File: config.mk
export PLATFORM = sky130hd
export DESIGN_NAME = tiny_cpu
export DESIGN_NICKNAME = d
export VERILOG_FILES = /design/src/source/tiny_cpu_pkg.sv /design/src/source/alu.sv /design/src/source/decoder.sv /design/src/source/register.sv /design/src/source/tiny_cpu.sv
export SDC_FILE = /design/constraint.sdc
export NUM_CORES = 1
export LEC_CHECK = 0
export BUFFER_PORTS_ARGS = -buffer_cell sky130_fd_sc_hd__clkbuf_2
export CAP_MARGIN = 25
export CORE_AREA = 2 2 250 252
export DETAILED_ROUTE_END_ITERATION = 12
export DIE_AREA = 0 0 252 254
export HOLD_SLACK_MARGIN = 0.06
export SLEW_MARGIN = 20
export SYNTH_ARGS = -nofsm -noshare
export SYNTH_HDL_FRONTEND = slang
export SYNTH_SLANG_ARGS = --single-unit
File: constraint.sdc
create_clock -name clk -period 4.81 [get_ports clk]
set_input_delay 0.481 -clock clk [delete_from_list [all_inputs] [get_ports clk]]
set_output_delay 0.481 -clock clk [all_outputs]
set_load 0.03 [all_outputs]
File: src/source/tiny_cpu_pkg.sv
package tiny_cpu_pkg;

	//////////////////////////////////////////////////////////////////////
	// Widths and special registers
	//////////////////////////////////////////////////////////////////////

	localparam int DATA_W  = 16;
	localparam int ADDR_W  = 4;
	localparam int INSTR_W = 16;

	// Reads as zero, writes dropped
	localparam logic [ADDR_W-1:0] ZERO_REG = 4'd0;
	// Written only through the link port
	localparam logic [ADDR_W-1:0] LINK_REG = 4'd13;

	//////////////////////////////////////////////////////////////////////
	// Opcodes, taken from instr[15:12]
	//////////////////////////////////////////////////////////////////////

	typedef enum logic [3:0] {
		OP_NOP  = 4'd0,
		OP_ADD  = 4'd1,
		OP_SUB  = 4'd2,
		OP_AND  = 4'd3,
		OP_OR   = 4'd4,
		OP_XOR  = 4'd5,
		OP_SHL  = 4'd6,
		OP_SHR  = 4'd7,
		OP_ADDI = 4'd8,
		OP_LUI  = 4'd9,
		OP_CALL = 4'd10
	} opcode_t;

	//////////////////////////////////////////////////////////////////////
	// Pipeline records
	//////////////////////////////////////////////////////////////////////

	typedef struct packed {
		opcode_t           op;
		logic [ADDR_W-1:0] rd;
		logic [ADDR_W-1:0] rs1;
		logic [ADDR_W-1:0] rs2;
		logic [7:0]        imm;
		logic              rd_write;
		logic              is_call;
		logic              read1;
		logic              read2;
	} decoded_t;

	typedef struct packed {
		logic              valid;
		decoded_t          decoded;
		logic [DATA_W-1:0] a;
		logic [DATA_W-1:0] b;
		logic [DATA_W-1:0] link_value;   // instruction count plus one
	} exec_t;

	typedef struct packed {
		logic              valid;
		logic              link;
		logic [ADDR_W-1:0] addr;
		logic [DATA_W-1:0] value;
	} wb_t;

endpackage

File: src/source/alu.sv
`timescale 1ns/100ps

module alu (
	input  tiny_cpu_pkg::exec_t               ex,
	output logic [tiny_cpu_pkg::DATA_W-1:0]   result,
	output logic [tiny_cpu_pkg::ADDR_W-1:0]   dest,
	output logic                              writes,
	output logic                              link
);

	logic [tiny_cpu_pkg::DATA_W-1:0] imm_ext;
	logic [3:0]                      shamt;

	assign imm_ext = {8'h00, ex.decoded.imm};
	assign shamt   = ex.b[3:0];

	always_comb begin
		case (ex.decoded.op)
			tiny_cpu_pkg::OP_ADD:  result = ex.a + ex.b;
			tiny_cpu_pkg::OP_SUB:  result = ex.a - ex.b;
			tiny_cpu_pkg::OP_AND:  result = ex.a & ex.b;
			tiny_cpu_pkg::OP_OR:   result = ex.a | ex.b;
			tiny_cpu_pkg::OP_XOR:  result = ex.a ^ ex.b;
			tiny_cpu_pkg::OP_SHL:  result = ex.a << shamt;
			tiny_cpu_pkg::OP_SHR:  result = ex.a >> shamt;
			tiny_cpu_pkg::OP_ADDI: result = ex.a + imm_ext;
			tiny_cpu_pkg::OP_LUI:  result = {ex.decoded.imm, 8'h00};
			tiny_cpu_pkg::OP_CALL: result = ex.link_value;
			default:               result = '0;
		endcase
	end

	// Calls always land in the link register
	assign dest = ex.decoded.is_call ? tiny_cpu_pkg::LINK_REG : ex.decoded.rd;

	assign writes = ex.valid &&
	                ((ex.decoded.rd_write && ex.decoded.rd != tiny_cpu_pkg::ZERO_REG) ||
	                 ex.decoded.is_call);

	assign link = ex.valid && ex.decoded.is_call;

endmodule

File: src/source/decoder.sv
`timescale 1ns/100ps

module decoder (
	input  logic [tiny_cpu_pkg::INSTR_W-1:0] instr,
	output tiny_cpu_pkg::decoded_t           decoded
);

	logic [3:0] op_field;

	assign op_field = instr[15:12];

	always_comb begin
		decoded = '0;

		// Codes past OP_CALL are treated as no-ops
		if (op_field > 4'(tiny_cpu_pkg::OP_CALL))
			decoded.op = tiny_cpu_pkg::OP_NOP;
		else
			decoded.op = tiny_cpu_pkg::opcode_t'(op_field);

		decoded.rd  = instr[11:8];
		decoded.rs1 = instr[7:4];
		decoded.rs2 = instr[3:0];

		// LUI takes both source fields as one byte
		if (decoded.op == tiny_cpu_pkg::OP_LUI)
			decoded.imm = instr[7:0];
		else
			decoded.imm = {4'b0000, instr[3:0]};

		case (decoded.op)
			tiny_cpu_pkg::OP_ADD,
			tiny_cpu_pkg::OP_SUB,
			tiny_cpu_pkg::OP_AND,
			tiny_cpu_pkg::OP_OR,
			tiny_cpu_pkg::OP_XOR,
			tiny_cpu_pkg::OP_SHL,
			tiny_cpu_pkg::OP_SHR: begin
				decoded.read1    = 1'b1;
				decoded.read2    = 1'b1;
				decoded.rd_write = 1'b1;
			end
			tiny_cpu_pkg::OP_ADDI: begin
				decoded.read1    = 1'b1;
				decoded.rd_write = 1'b1;
			end
			tiny_cpu_pkg::OP_LUI: begin
				decoded.rd_write = 1'b1;
			end
			tiny_cpu_pkg::OP_CALL: begin
				decoded.is_call = 1'b1;
			end
			default: begin
				decoded.rd_write = 1'b0;
			end
		endcase

		// Link register is reserved for calls
		if (decoded.rd == tiny_cpu_pkg::LINK_REG)
			decoded.rd_write = 1'b0;
	end

endmodule

File: src/source/register.sv
`timescale 1ns/100ps

module register #(
	parameter logic [tiny_cpu_pkg::ADDR_W-1:0] DEBUG_REG_A = 4'd4,
	parameter logic [tiny_cpu_pkg::ADDR_W-1:0] DEBUG_REG_B = 4'd5
) (
	input  logic clk,
	input  logic rst_n,

	input  logic                              writable,
	input  logic [tiny_cpu_pkg::ADDR_W-1:0]   write_addr,
	input  logic [tiny_cpu_pkg::DATA_W-1:0]   write_value,

	input  logic                              alu_writable,
	input  logic [tiny_cpu_pkg::ADDR_W-1:0]   alu_write_addr,
	input  logic [tiny_cpu_pkg::DATA_W-1:0]   alu_write_value,

	input  logic                              readable1,
	input  logic [tiny_cpu_pkg::ADDR_W-1:0]   read_addr1,
	output logic [tiny_cpu_pkg::DATA_W-1:0]   read_value1,

	input  logic                              readable2,
	input  logic [tiny_cpu_pkg::ADDR_W-1:0]   read_addr2,
	output logic [tiny_cpu_pkg::DATA_W-1:0]   read_value2,

	input  logic                              ra_writable,
	input  logic [tiny_cpu_pkg::DATA_W-1:0]   ra_value,

	output logic [15:0]                       debug_out
);

	// Register 0 has no storage
	logic [tiny_cpu_pkg::DATA_W-1:0] regs [1:15];

	logic [tiny_cpu_pkg::DATA_W-1:0] debug_a;
	logic [tiny_cpu_pkg::DATA_W-1:0] debug_b;

	// Stored value, zero register folded in
	function automatic logic [tiny_cpu_pkg::DATA_W-1:0] stored_value(
		input logic [tiny_cpu_pkg::ADDR_W-1:0] addr
	);
		if (addr == tiny_cpu_pkg::ZERO_REG)
			return '0;
		return regs[addr];
	endfunction

	// One read port: ALU result first, then writeback or link, then storage
	function automatic logic [tiny_cpu_pkg::DATA_W-1:0] read_port(
		input logic                            en,
		input logic [tiny_cpu_pkg::ADDR_W-1:0] addr
	);
		logic [tiny_cpu_pkg::DATA_W-1:0] value;
		if (!en || addr == tiny_cpu_pkg::ZERO_REG)
			value = '0;
		else if (alu_writable && alu_write_addr == addr)
			value = alu_write_value;
		else if (writable && write_addr == addr && addr != tiny_cpu_pkg::LINK_REG)
			value = write_value;
		else if (ra_writable && addr == tiny_cpu_pkg::LINK_REG)
			value = ra_value;
		else
			value = stored_value(addr);
		return value;
	endfunction

	always_comb begin
		read_value1 = read_port(readable1, read_addr1);
	end

	always_comb begin
		read_value2 = read_port(readable2, read_addr2);
	end

	//////////////////////////////////////////////////////////////////////
	// Storage
	//////////////////////////////////////////////////////////////////////

	always_ff @(posedge clk) begin
		if (!rst_n) begin
			for (int i = 1; i < 16; i++)
				regs[i] <= '0;
		end else begin
			// General port never touches the zero or link register
			if (writable && write_addr != tiny_cpu_pkg::ZERO_REG &&
			    write_addr != tiny_cpu_pkg::LINK_REG)
				regs[write_addr] <= write_value;
			if (ra_writable)
				regs[tiny_cpu_pkg::LINK_REG] <= ra_value;
		end
	end

	// Low bytes of the two watched registers
	always_comb begin
		debug_a = stored_value(DEBUG_REG_A);
		debug_b = stored_value(DEBUG_REG_B);
	end

	assign debug_out = {debug_a[7:0], debug_b[7:0]};

endmodule

File: src/source/tiny_cpu.sv
`timescale 1ns/100ps

module tiny_cpu #(
	parameter logic [tiny_cpu_pkg::ADDR_W-1:0] DEBUG_REG_A = 4'd4,
	parameter logic [tiny_cpu_pkg::ADDR_W-1:0] DEBUG_REG_B = 4'd5
) (
	input  logic                              clk,
	input  logic                              rst_n,
	input  logic                              instr_valid,
	input  logic [tiny_cpu_pkg::INSTR_W-1:0]  instr,
	output tiny_cpu_pkg::wb_t                 wb,
	output logic [15:0]                       debug_out
);

	tiny_cpu_pkg::decoded_t          decoded;
	tiny_cpu_pkg::exec_t             ex_q;
	tiny_cpu_pkg::wb_t               wb_q;

	logic [tiny_cpu_pkg::DATA_W-1:0] operand_a;
	logic [tiny_cpu_pkg::DATA_W-1:0] operand_b;
	logic [tiny_cpu_pkg::DATA_W-1:0] instr_count;

	logic [tiny_cpu_pkg::DATA_W-1:0] alu_result;
	logic [tiny_cpu_pkg::ADDR_W-1:0] alu_dest;
	logic                            alu_writes;
	logic                            alu_link;

	logic                            gen_write;
	logic                            link_write;

	//////////////////////////////////////////////////////////////////////
	// Decode and operand read
	//////////////////////////////////////////////////////////////////////

	decoder u_decoder (
		.instr   (instr),
		.decoded (decoded)
	);

	register #(
		.DEBUG_REG_A (DEBUG_REG_A),
		.DEBUG_REG_B (DEBUG_REG_B)
	) u_register (
		.clk             (clk),
		.rst_n           (rst_n),
		.writable        (gen_write),
		.write_addr      (wb_q.addr),
		.write_value     (wb_q.value),
		.alu_writable    (alu_writes),
		.alu_write_addr  (alu_dest),
		.alu_write_value (alu_result),
		.readable1       (decoded.read1),
		.read_addr1      (decoded.rs1),
		.read_value1     (operand_a),
		.readable2       (decoded.read2),
		.read_addr2      (decoded.rs2),
		.read_value2     (operand_b),
		.ra_writable     (link_write),
		.ra_value        (wb_q.value),
		.debug_out       (debug_out)
	);

	// Accepted instruction count, feeds the call link value
	always_ff @(posedge clk) begin
		if (!rst_n)
			instr_count <= '0;
		else if (instr_valid)
			instr_count <= instr_count + 1'b1;
	end

	// Execute stage register
	always_ff @(posedge clk) begin
		ex_q.decoded    <= decoded;
		ex_q.a          <= operand_a;
		ex_q.b          <= operand_b;
		ex_q.link_value <= instr_count + 1'b1;
		if (!rst_n)
			ex_q.valid <= 1'b0;
		else
			ex_q.valid <= instr_valid;
	end

	//////////////////////////////////////////////////////////////////////
	// Execute and writeback
	//////////////////////////////////////////////////////////////////////

	alu u_alu (
		.ex     (ex_q),
		.result (alu_result),
		.dest   (alu_dest),
		.writes (alu_writes),
		.link   (alu_link)
	);

	// Non-writing slots carry zero address and value
	always_ff @(posedge clk) begin
		if (!rst_n) begin
			wb_q <= '0;
		end else begin
			wb_q.valid <= alu_writes;
			wb_q.link  <= alu_writes && alu_link;
			wb_q.addr  <= alu_writes ? alu_dest : tiny_cpu_pkg::ZERO_REG;
			wb_q.value <= alu_writes ? alu_result : '0;
		end
	end

	// Steer to the general port or the link port
	assign gen_write  = wb_q.valid && !wb_q.link;
	assign link_write = wb_q.valid && wb_q.link;

	assign wb = wb_q;

endmodule

==> results.md, run 1 <==
* Seq cells post-synth at around 360
* Global-route wire length before repair at approximately 100 mm
* Fin crit period at approximately 3.9 ns
* Post-DP HPWL at 45.7 mm
* Critical path required time at slightly above 5 ns
* Vias/cell at 5.82
* Wirelength, routed at just under 70 mm
* Synth top area cells: edfxtp_1 (36%), mux4_2 (18%), dfxtp_1 (9.9%), and2_1 (8.0%), ha_1 (3.1%)
* Chip Height at around 250 microns
* RSZ-0062 raised after global routing: false
* Die area at 64000 sq um
* Num CTS Buffers at 42
* Overall power after layout at about 7.9 mW
* Endpoints failing setup at 0
* Most common cell in the netlist: and2_1
* Final hold slack at 0.163 ns
* Top_reg_cell synth: edfxtp_1
* Row cnt at 91
* Seq/Total Area, Yosys at a little under half
* Clock buffer depth at 3
* Clk_skew at roughly 0.05 ns
* Syn_area_per_cell at roughly 12 sq um
* Final hold violations at 0
* Synthesized area at between 20000 and 25000 sq um
* H-tree level count at 2
* CTS tree: built
* CP Launch Type: register
* I/O pins at 57
* Slew at the pin closest to its max-slew limit at roughly 1.1 ns
* Clock root buffer: clkbuf_16
* Peak supply drop at between 0.0002 and 0.0003 V
* Critical path class: register to register
* # DRC at 0
* Clk Latency, worst-skew pair at approximately 0.59 ns
* Largest net degree at the start of global routing at 48
* Vias in the first global route at 15100
* Die X at approximately 250 microns
* FFs w/ async S/R, synth at 0%
* CTS Sinks at around 360
* Max Fclk at around 260 MHz
* Synth-to-Final Area Change at 11.8%
* Worst hold path type: input pin to register
* Max-cap violation count at 0
* Port bufs at 56
* Initial antenna violation count at 2
* Antenna cells at 0
* Initial Utilization at 34.7%
* Iter 0 DRT Violations at roughly 1600
* Critical path capture point type: register
* Average wire per standard cell at 27.0 microns
* Total number of vias at 14800
* Max Fanout on Critical Path at 21
* Max-slew headroom at approximately 29%
* Status: finished clean
* Synth area leader: edfxtp_1
* P_leak at ~8.7 nW
* CTS-repair resized insts at 0
* Yosys warns at 0
* Post-CTS Repair Setup Buffers at 0
* Clk pin slew, worst setup/hold paths at about 0.060 ns
* Netlist cell types at 82
* Top cell type's share of synthesized area at ~36%
* Routed Antenna Nets at 0
* CP Data Arrival Time at 4.26 ns
* Total gr overflow at 0
* Max-slew violation count at 0
* Cell count after synthesis at roughly 1700
* Core area at 61300 sq um
* Post-CTS Hold Buffers at 4
* Layout cells sized above 1 at between 20 and 25%
* Gpl congestion at between 0.9 and 1
* EDFF count, synth at approximately 260
* Pwr/cell area at between 300 and 400 nW/um^2
* Drt pass-1 iters at 6
* Synth top cells by count: and2_1 (272), edfxtp_1 (256), mux4_2 (171)
* Final Cycle Share at 80.9%
* Gr usage total at between 20% and 30%
* Nets@finish at between 1500 and 2000
* Setup_tns at 0 ns
registers in the layout, indices dropped and copies added, names as in the netlist:
register / flops
wb: 22
instr_count: 16
ex_q: 67
u_register.regs: 256
layout make-up:
cell class                 count  area [sq um]
sequential                   361          9790
fill                        5799         37500
tap                          790           988
clock inverter                23           279
clock buffer                  52          1110
inverter                      44           165
timing repair buffer         106           721
multi-input combinational   1165         10700
power by group:
part	switching (mW)	leakage [nW]	internal [mW]
Clock	1.35	0.671	1.87
Sequential	0.145	3.50	3.44
Combinational	0.652	4.57	0.473
Total	2.14	8.74	5.78
through the flow:
stage / worst slack, ns / cell area (sq um) / util (%) / std cells
final: 0.920 / 23800 / 38.8 / 2541
after global routing: 0.524 / 23800 / 38.8 / 2541
after CTS: 0.933 / 23800 / 38.8 / 2539
after detailed placement: 1.01 / 22300 / 36.4 / 2460
after global placement: 1.11 / 22300 / 36.4 / 2456
after floorplan: 0.951 / 21300 / - / 1725
final timing paths:
| check | slack, ns | to | from | cells after the start |
|---|---|---|---|---|
| setup / recovery | 0.92 | ex_q[44]$_SDFF_PP0_ | ex_q[75]$_DFF_P_ | 16 |
| hold / removal | 0.16 | ex_q[50]$_DFF_P_ | instr[12] | 2 |
| setup reg to reg | 0.92 | ex_q[44]$_SDFF_PP0_ | ex_q[75]$_DFF_P_ | 16 |
| hold reg to reg | 0.47 | ex_q[0]$_DFF_P_ | instr_count[0]$_SDFFE_PN0P_ | 1 |
routing by layer:
layer	up-vias	track usage (%)	part of all wire (%)
li1	6488	-	-
met1	7489	27.9	41
met2	651	35.0	47
met3	149	4.40	7.6
met4	2	9.74	4.3
met5	-	0	0.019
kinds of logic (layout without fill, tap and decap cells):
kind of cell | count (synthesis) | count (layout) | share of synthesized area (%)
other cells | 1 | 16 | 0.0176
mux | 209 | 209 | 20.1
flops | 361 | 361 | 46.0
xor+xnor | 57 | 57 | 2.35
fa+ha+maj | 53 | 53 | 3.15
buf+inv | 199 | 225 | 4.24
compound gates | 264 | 264 | 9.16
simple gates | 566 | 566 | 14.9
cell usage in the layout (no fill, tap or decap), types with 9 or more instances in the layout:
master and instances:
a211oi_1 37, a21o_1 9, a21oi_1 36, a221oi_1 25, a22oi_1 13, a31oi_1 11, and2_1 272, and3_1 10
buf_4 42, clkbuf_16 42, clkbuf_2 53, conb_1 16, dfxtp_1 104, edfxtp_1 256, ha_1 52, inv_1 44
mux2_2 14, mux2i_1 22, mux4_2 171, nand2_1 62, nand2b_1 14, nand3_1 11, nor2_1 86, nor2_2 9
nor2b_1 16, nor3_1 31, o211ai_1 9, o21ai_0 31, o21ai_2 11, or3_1 9, xnor2_1 32, xor2_1 25
critical path: stages (launching register included):
cell,delay [ns]
dfxtp_1,0.31
buf_4,0.22
nor2b_1,0.38
and2_1,0.19
buf_4,0.23
nand2_1,0.08
o21ai_0,0.08
ha_1,0.24
inv_1,0.08
fa_1,0.40
nand2b_1,0.19
a21oi_1,0.23
o211a_1,0.28
a31oi_1,0.12
xnor2_1,0.14
a211oi_1,0.40
a211oi_1,0.13
No activity file was read; power rests on OpenSTA's default activity.
==> run 2, diff against run 1 <==
- ABC_AREA: default -> 1
- CORE_AREA: 2 2 250 252 -> 2 2 249 251
- DIE_AREA: 0 0 252 254 -> 0 0 251 253
- clock period: 4.81 -> 4 ns (I/O delays scaled with it)
==> run 2 against run 1 <==
Clock skew decreased by 0.020 ns. Via count grew 35%. Sequential share of layout area grew 0.082 points. Global-route usage is 4.2 points higher. Design area down 0.21%. Register-to-register slack got worse by 0.37 ns. Flip-flop and latch count did not move. Routed wire length increased by 21%. Combinational power grew 22%. Maximum frequency increased by 13%. Count of clock-buffer cells in the layout is 3 higher. Critical endpoint is now ex_q[47]$_SDFF_PP0_. Hold slack lost 0.077 ns.
==> results.md, run 2 <==
* Post-DP HPWL at slightly below 60 mm
* Drt pass-1 iters at 6
* # DRC at 0
* Core area at just over 60000 sq um
* Gpl congestion at 1.02
* EDFF count, synth at between 200 and 300
* Number of flip-flops in the largest register at around 260
* Critical path capture point type: register
* Die area at 63500 sq um
* Final Cycle Share at between 80% and 90%
* Most frequent cells in the layout: nand2_1 (517), nor2_1 (482), inv_1 (298)
* Critical path required time at approximately 4.5 ns
* CTS tree: built
* Vias in the first global route at between 15000 and 20000
* Vias/cell at roughly 5.5
* Largest Register: u_register.regs
* Fin util at about two fifths
* Post-DP Area at approximately 22000 sq um
* Hold EP: ex_q[50]$_DFF_P_
* Clk pin slew, worst setup/hold paths at roughly 0.060 ns
* Max-cap violation count at 0
* Clock buffer depth at 3
* H-tree level count at 2
* Max-slew headroom at about a quarter
* Adder-cell share of the synthesized area at 3.19%
* Synth Area in XOR/XNOR at less than 1%
* Total gr overflow at 0
* Pwr/cell area at between 400 and 500 nW/um^2
* Slew at the pin closest to its max-slew limit at approximately 1.1 ns
* Synth top area cells: edfxtp_1 (37%), dfxtp_1 (10%), nand2_1 (9.2%), nor2_1 (8.6%), o21ai_0 (6.5%)
* Synth-to-Final Area Change at 12.9%
* CTS-repair resized insts at 0
* Reg2reg start: ex_q[16]$_SDFF_PP0_
* Initial Utilization at 34.4%
* Wirelength, routed at around 83 mm
* Yosys warns at 0
* Overall power after layout at approximately 9.6 mW
* Critical path class: register to register
* Gr usage total at 25.8%
* Antenna cells at 0
* Top cell by count, worst path: nand2_1
* Most common cell in the netlist: nand2_1
* Final worst setup slack at 0.547 ns
* Netlist cell types at 51
* Top_reg_cell synth: edfxtp_1
* CTS Sinks at about 360
* Routed Antenna Nets at 0
* Main combinational cell family by area after synthesis: simple AND/OR/NAND/NOR gates
* Crit-path cells: inv_1, ha_1, nand2_1, nor2_1, nand2_1, nor2_1, nand2_1, o21ai_0, o21a_1, o21ai_0, a21oi_1, ha_1, a21o_1, a21boi_0, nand2_1, a21oi_1, nand3_1, nand3_1, nand3_1, nand2_1, inv_1
* Final hold violations at 0
* Global-route wire length before repair at 121 mm
* Layout cells sized above 1 at slightly above 8%
* Placed cells at 3509
* Crit. Startpoint: ex_q[16]$_SDFF_PP0_
* CP peak stage delay at around 0.32 ns
* Total number of vias at about 20000
* Compound-Gate Fraction of Synth Area at 17.6%
* Final Cell Area at approximately 24000 sq um
* CP Data Arrival Time at 3.94 ns
* Fin crit period at 3.45 ns
* Hold Path Depth at 2
* FFs w/ async S/R, synth at 0%
* Clock root buffer: clkbuf_16
* Port bufs at 56
* Mux contribution to synthesized area at 0.0476%
* Max-slew violation count at 0
* Setup_tns at 0 ns
* Die X at around 250 microns
* Chip Height at around 250 microns
* Endpoints failing setup at 0
* Final hold slack at 0.0854 ns
* Iter 0 DRT Violations at between 2000 and 3000
* Fillers at between 6000 and 7000
* Synth area leader: edfxtp_1
* Synth top cells by count: nand2_1 (517), nor2_1 (484), inv_1 (299)
* Worst hold path type: input pin to register
* Max Fclk at 290 MHz
* Simple-gate portion of the synthesized area at a little under a quarter
* Nets@finish at around 2800
* Clk Latency, worst-skew pair at ~0.60 ns
* Syn_area_per_cell at about 7.7 sq um
* Max Fanout on Critical Path at 6
* I/O pins at 57
* Slowest cell on crit path: o21ai_0
* Status: finished clean
* RSZ-0062 raised after global routing: false
* Initial antenna violation count at 0
* Clk_skew at roughly 0.030 ns
* Average wire per standard cell at 23.0 microns
* Seq/Total Area, Yosys at between 40 and 50%
* Peak supply drop at slightly below 0.0003 V
* Seq cells post-synth at 361
* Row cnt at about 90
* Most common cell after layout, fill and taps aside: nand2_1
* Worst slack at placement at around 0.61 ns
* Reg-to-reg slack, setup at about 0.55 ns
* P_leak at 9.75 nW
* RR Endpoint: ex_q[47]$_SDFF_PP0_
* CP Launch Type: register
* Top cell type's share of synthesized area at 36.6%
* Synthesized area at 21000 sq um
* Largest net degree at the start of global routing at a little under 60
* Num CTS Buffers at slightly above 40
* Post-Layout Cell Count at 3592
* FF/Latch Area at 9790 sq um
* Cell count after synthesis at between 2000 and 3000
* Reg2reg path depth at 21
* Hold Crit Start: instr[12]
* Multi-input gate area at between 9000 and 10000 sq um
## run 2: changes by cell type in the layout (fill, tap and decap cells not counted), sizes merged, moves of 31 or more
cell    change
o21ai     +231
a21oi     +174
inv       +260
o22ai      +37
nor2      +391
nand3      +82
xnor2      -31
a211oi     -34
nand2     +471
and2      -269
mux4      -173
## run 2: where the power goes
group          internal (mW)  total (mW)  switching [mW]
clock network           2.32        3.96            1.65
registers               4.14        4.28           0.133
logic                  0.391        1.37           0.980
total                   6.85        9.61            2.76
## run 2: worst max path at each step
stage / to / slack [ns] / cells past startpoint
floorplan: ex_q[31]$_SDFF_PP0_ / 0.65 / 23
global placement: ex_q[47]$_SDFF_PP0_ / 0.63 / 21
detailed placement: ex_q[47]$_SDFF_PP0_ / 0.61 / 21
CTS: ex_q[47]$_SDFF_PP0_ / 0.59 / 21
global route: ex_q[47]$_SDFF_PP0_ / 0.14 / 21
finish: ex_q[47]$_SDFF_PP0_ / 0.55 / 21
## run 2: area by class of cell
cell class / instances / area share, %
timing repair buffer: 136 / 4.19
inverter: 307 / 4.86
sequential: 361 / 41.3
tap: 790 / 4.17
clock inverter: 20 / 0.960
clock buffer: 55 / 4.90
multi-input combinational: 1923 / 39.6
## run 2: what timing repair did
action,CTS,global route
setup buffers,0,0
hold buffers,6,0
endpoints found under the hold margin,6,0
## run 2: logic make-up after synthesis
logic type,after synthesis
mux,1
flops,361
buf+inv,472
simple gates,1183
other cells,1
fa+ha+maj,53
compound gates,653
xor+xnor,17
## run 2: per-layer routing
layer  track usage, %  wire length, microns  up-vias
met3             5.97                  8450      219
met1             34.1                 33400     9368
met2             39.7                 36600     1149
met5                0                     0        -
li1                 -                     -     9193
met4             12.9                  4280        0
## run 2: worst max-delay path, delay by kind of cell (launching register included)
kind            cells  cell delay, ns
compound gates      7            1.38
fa+ha+maj           2            0.49
buf+inv             2            0.12
flops               1            0.31
simple gates       10            1.04
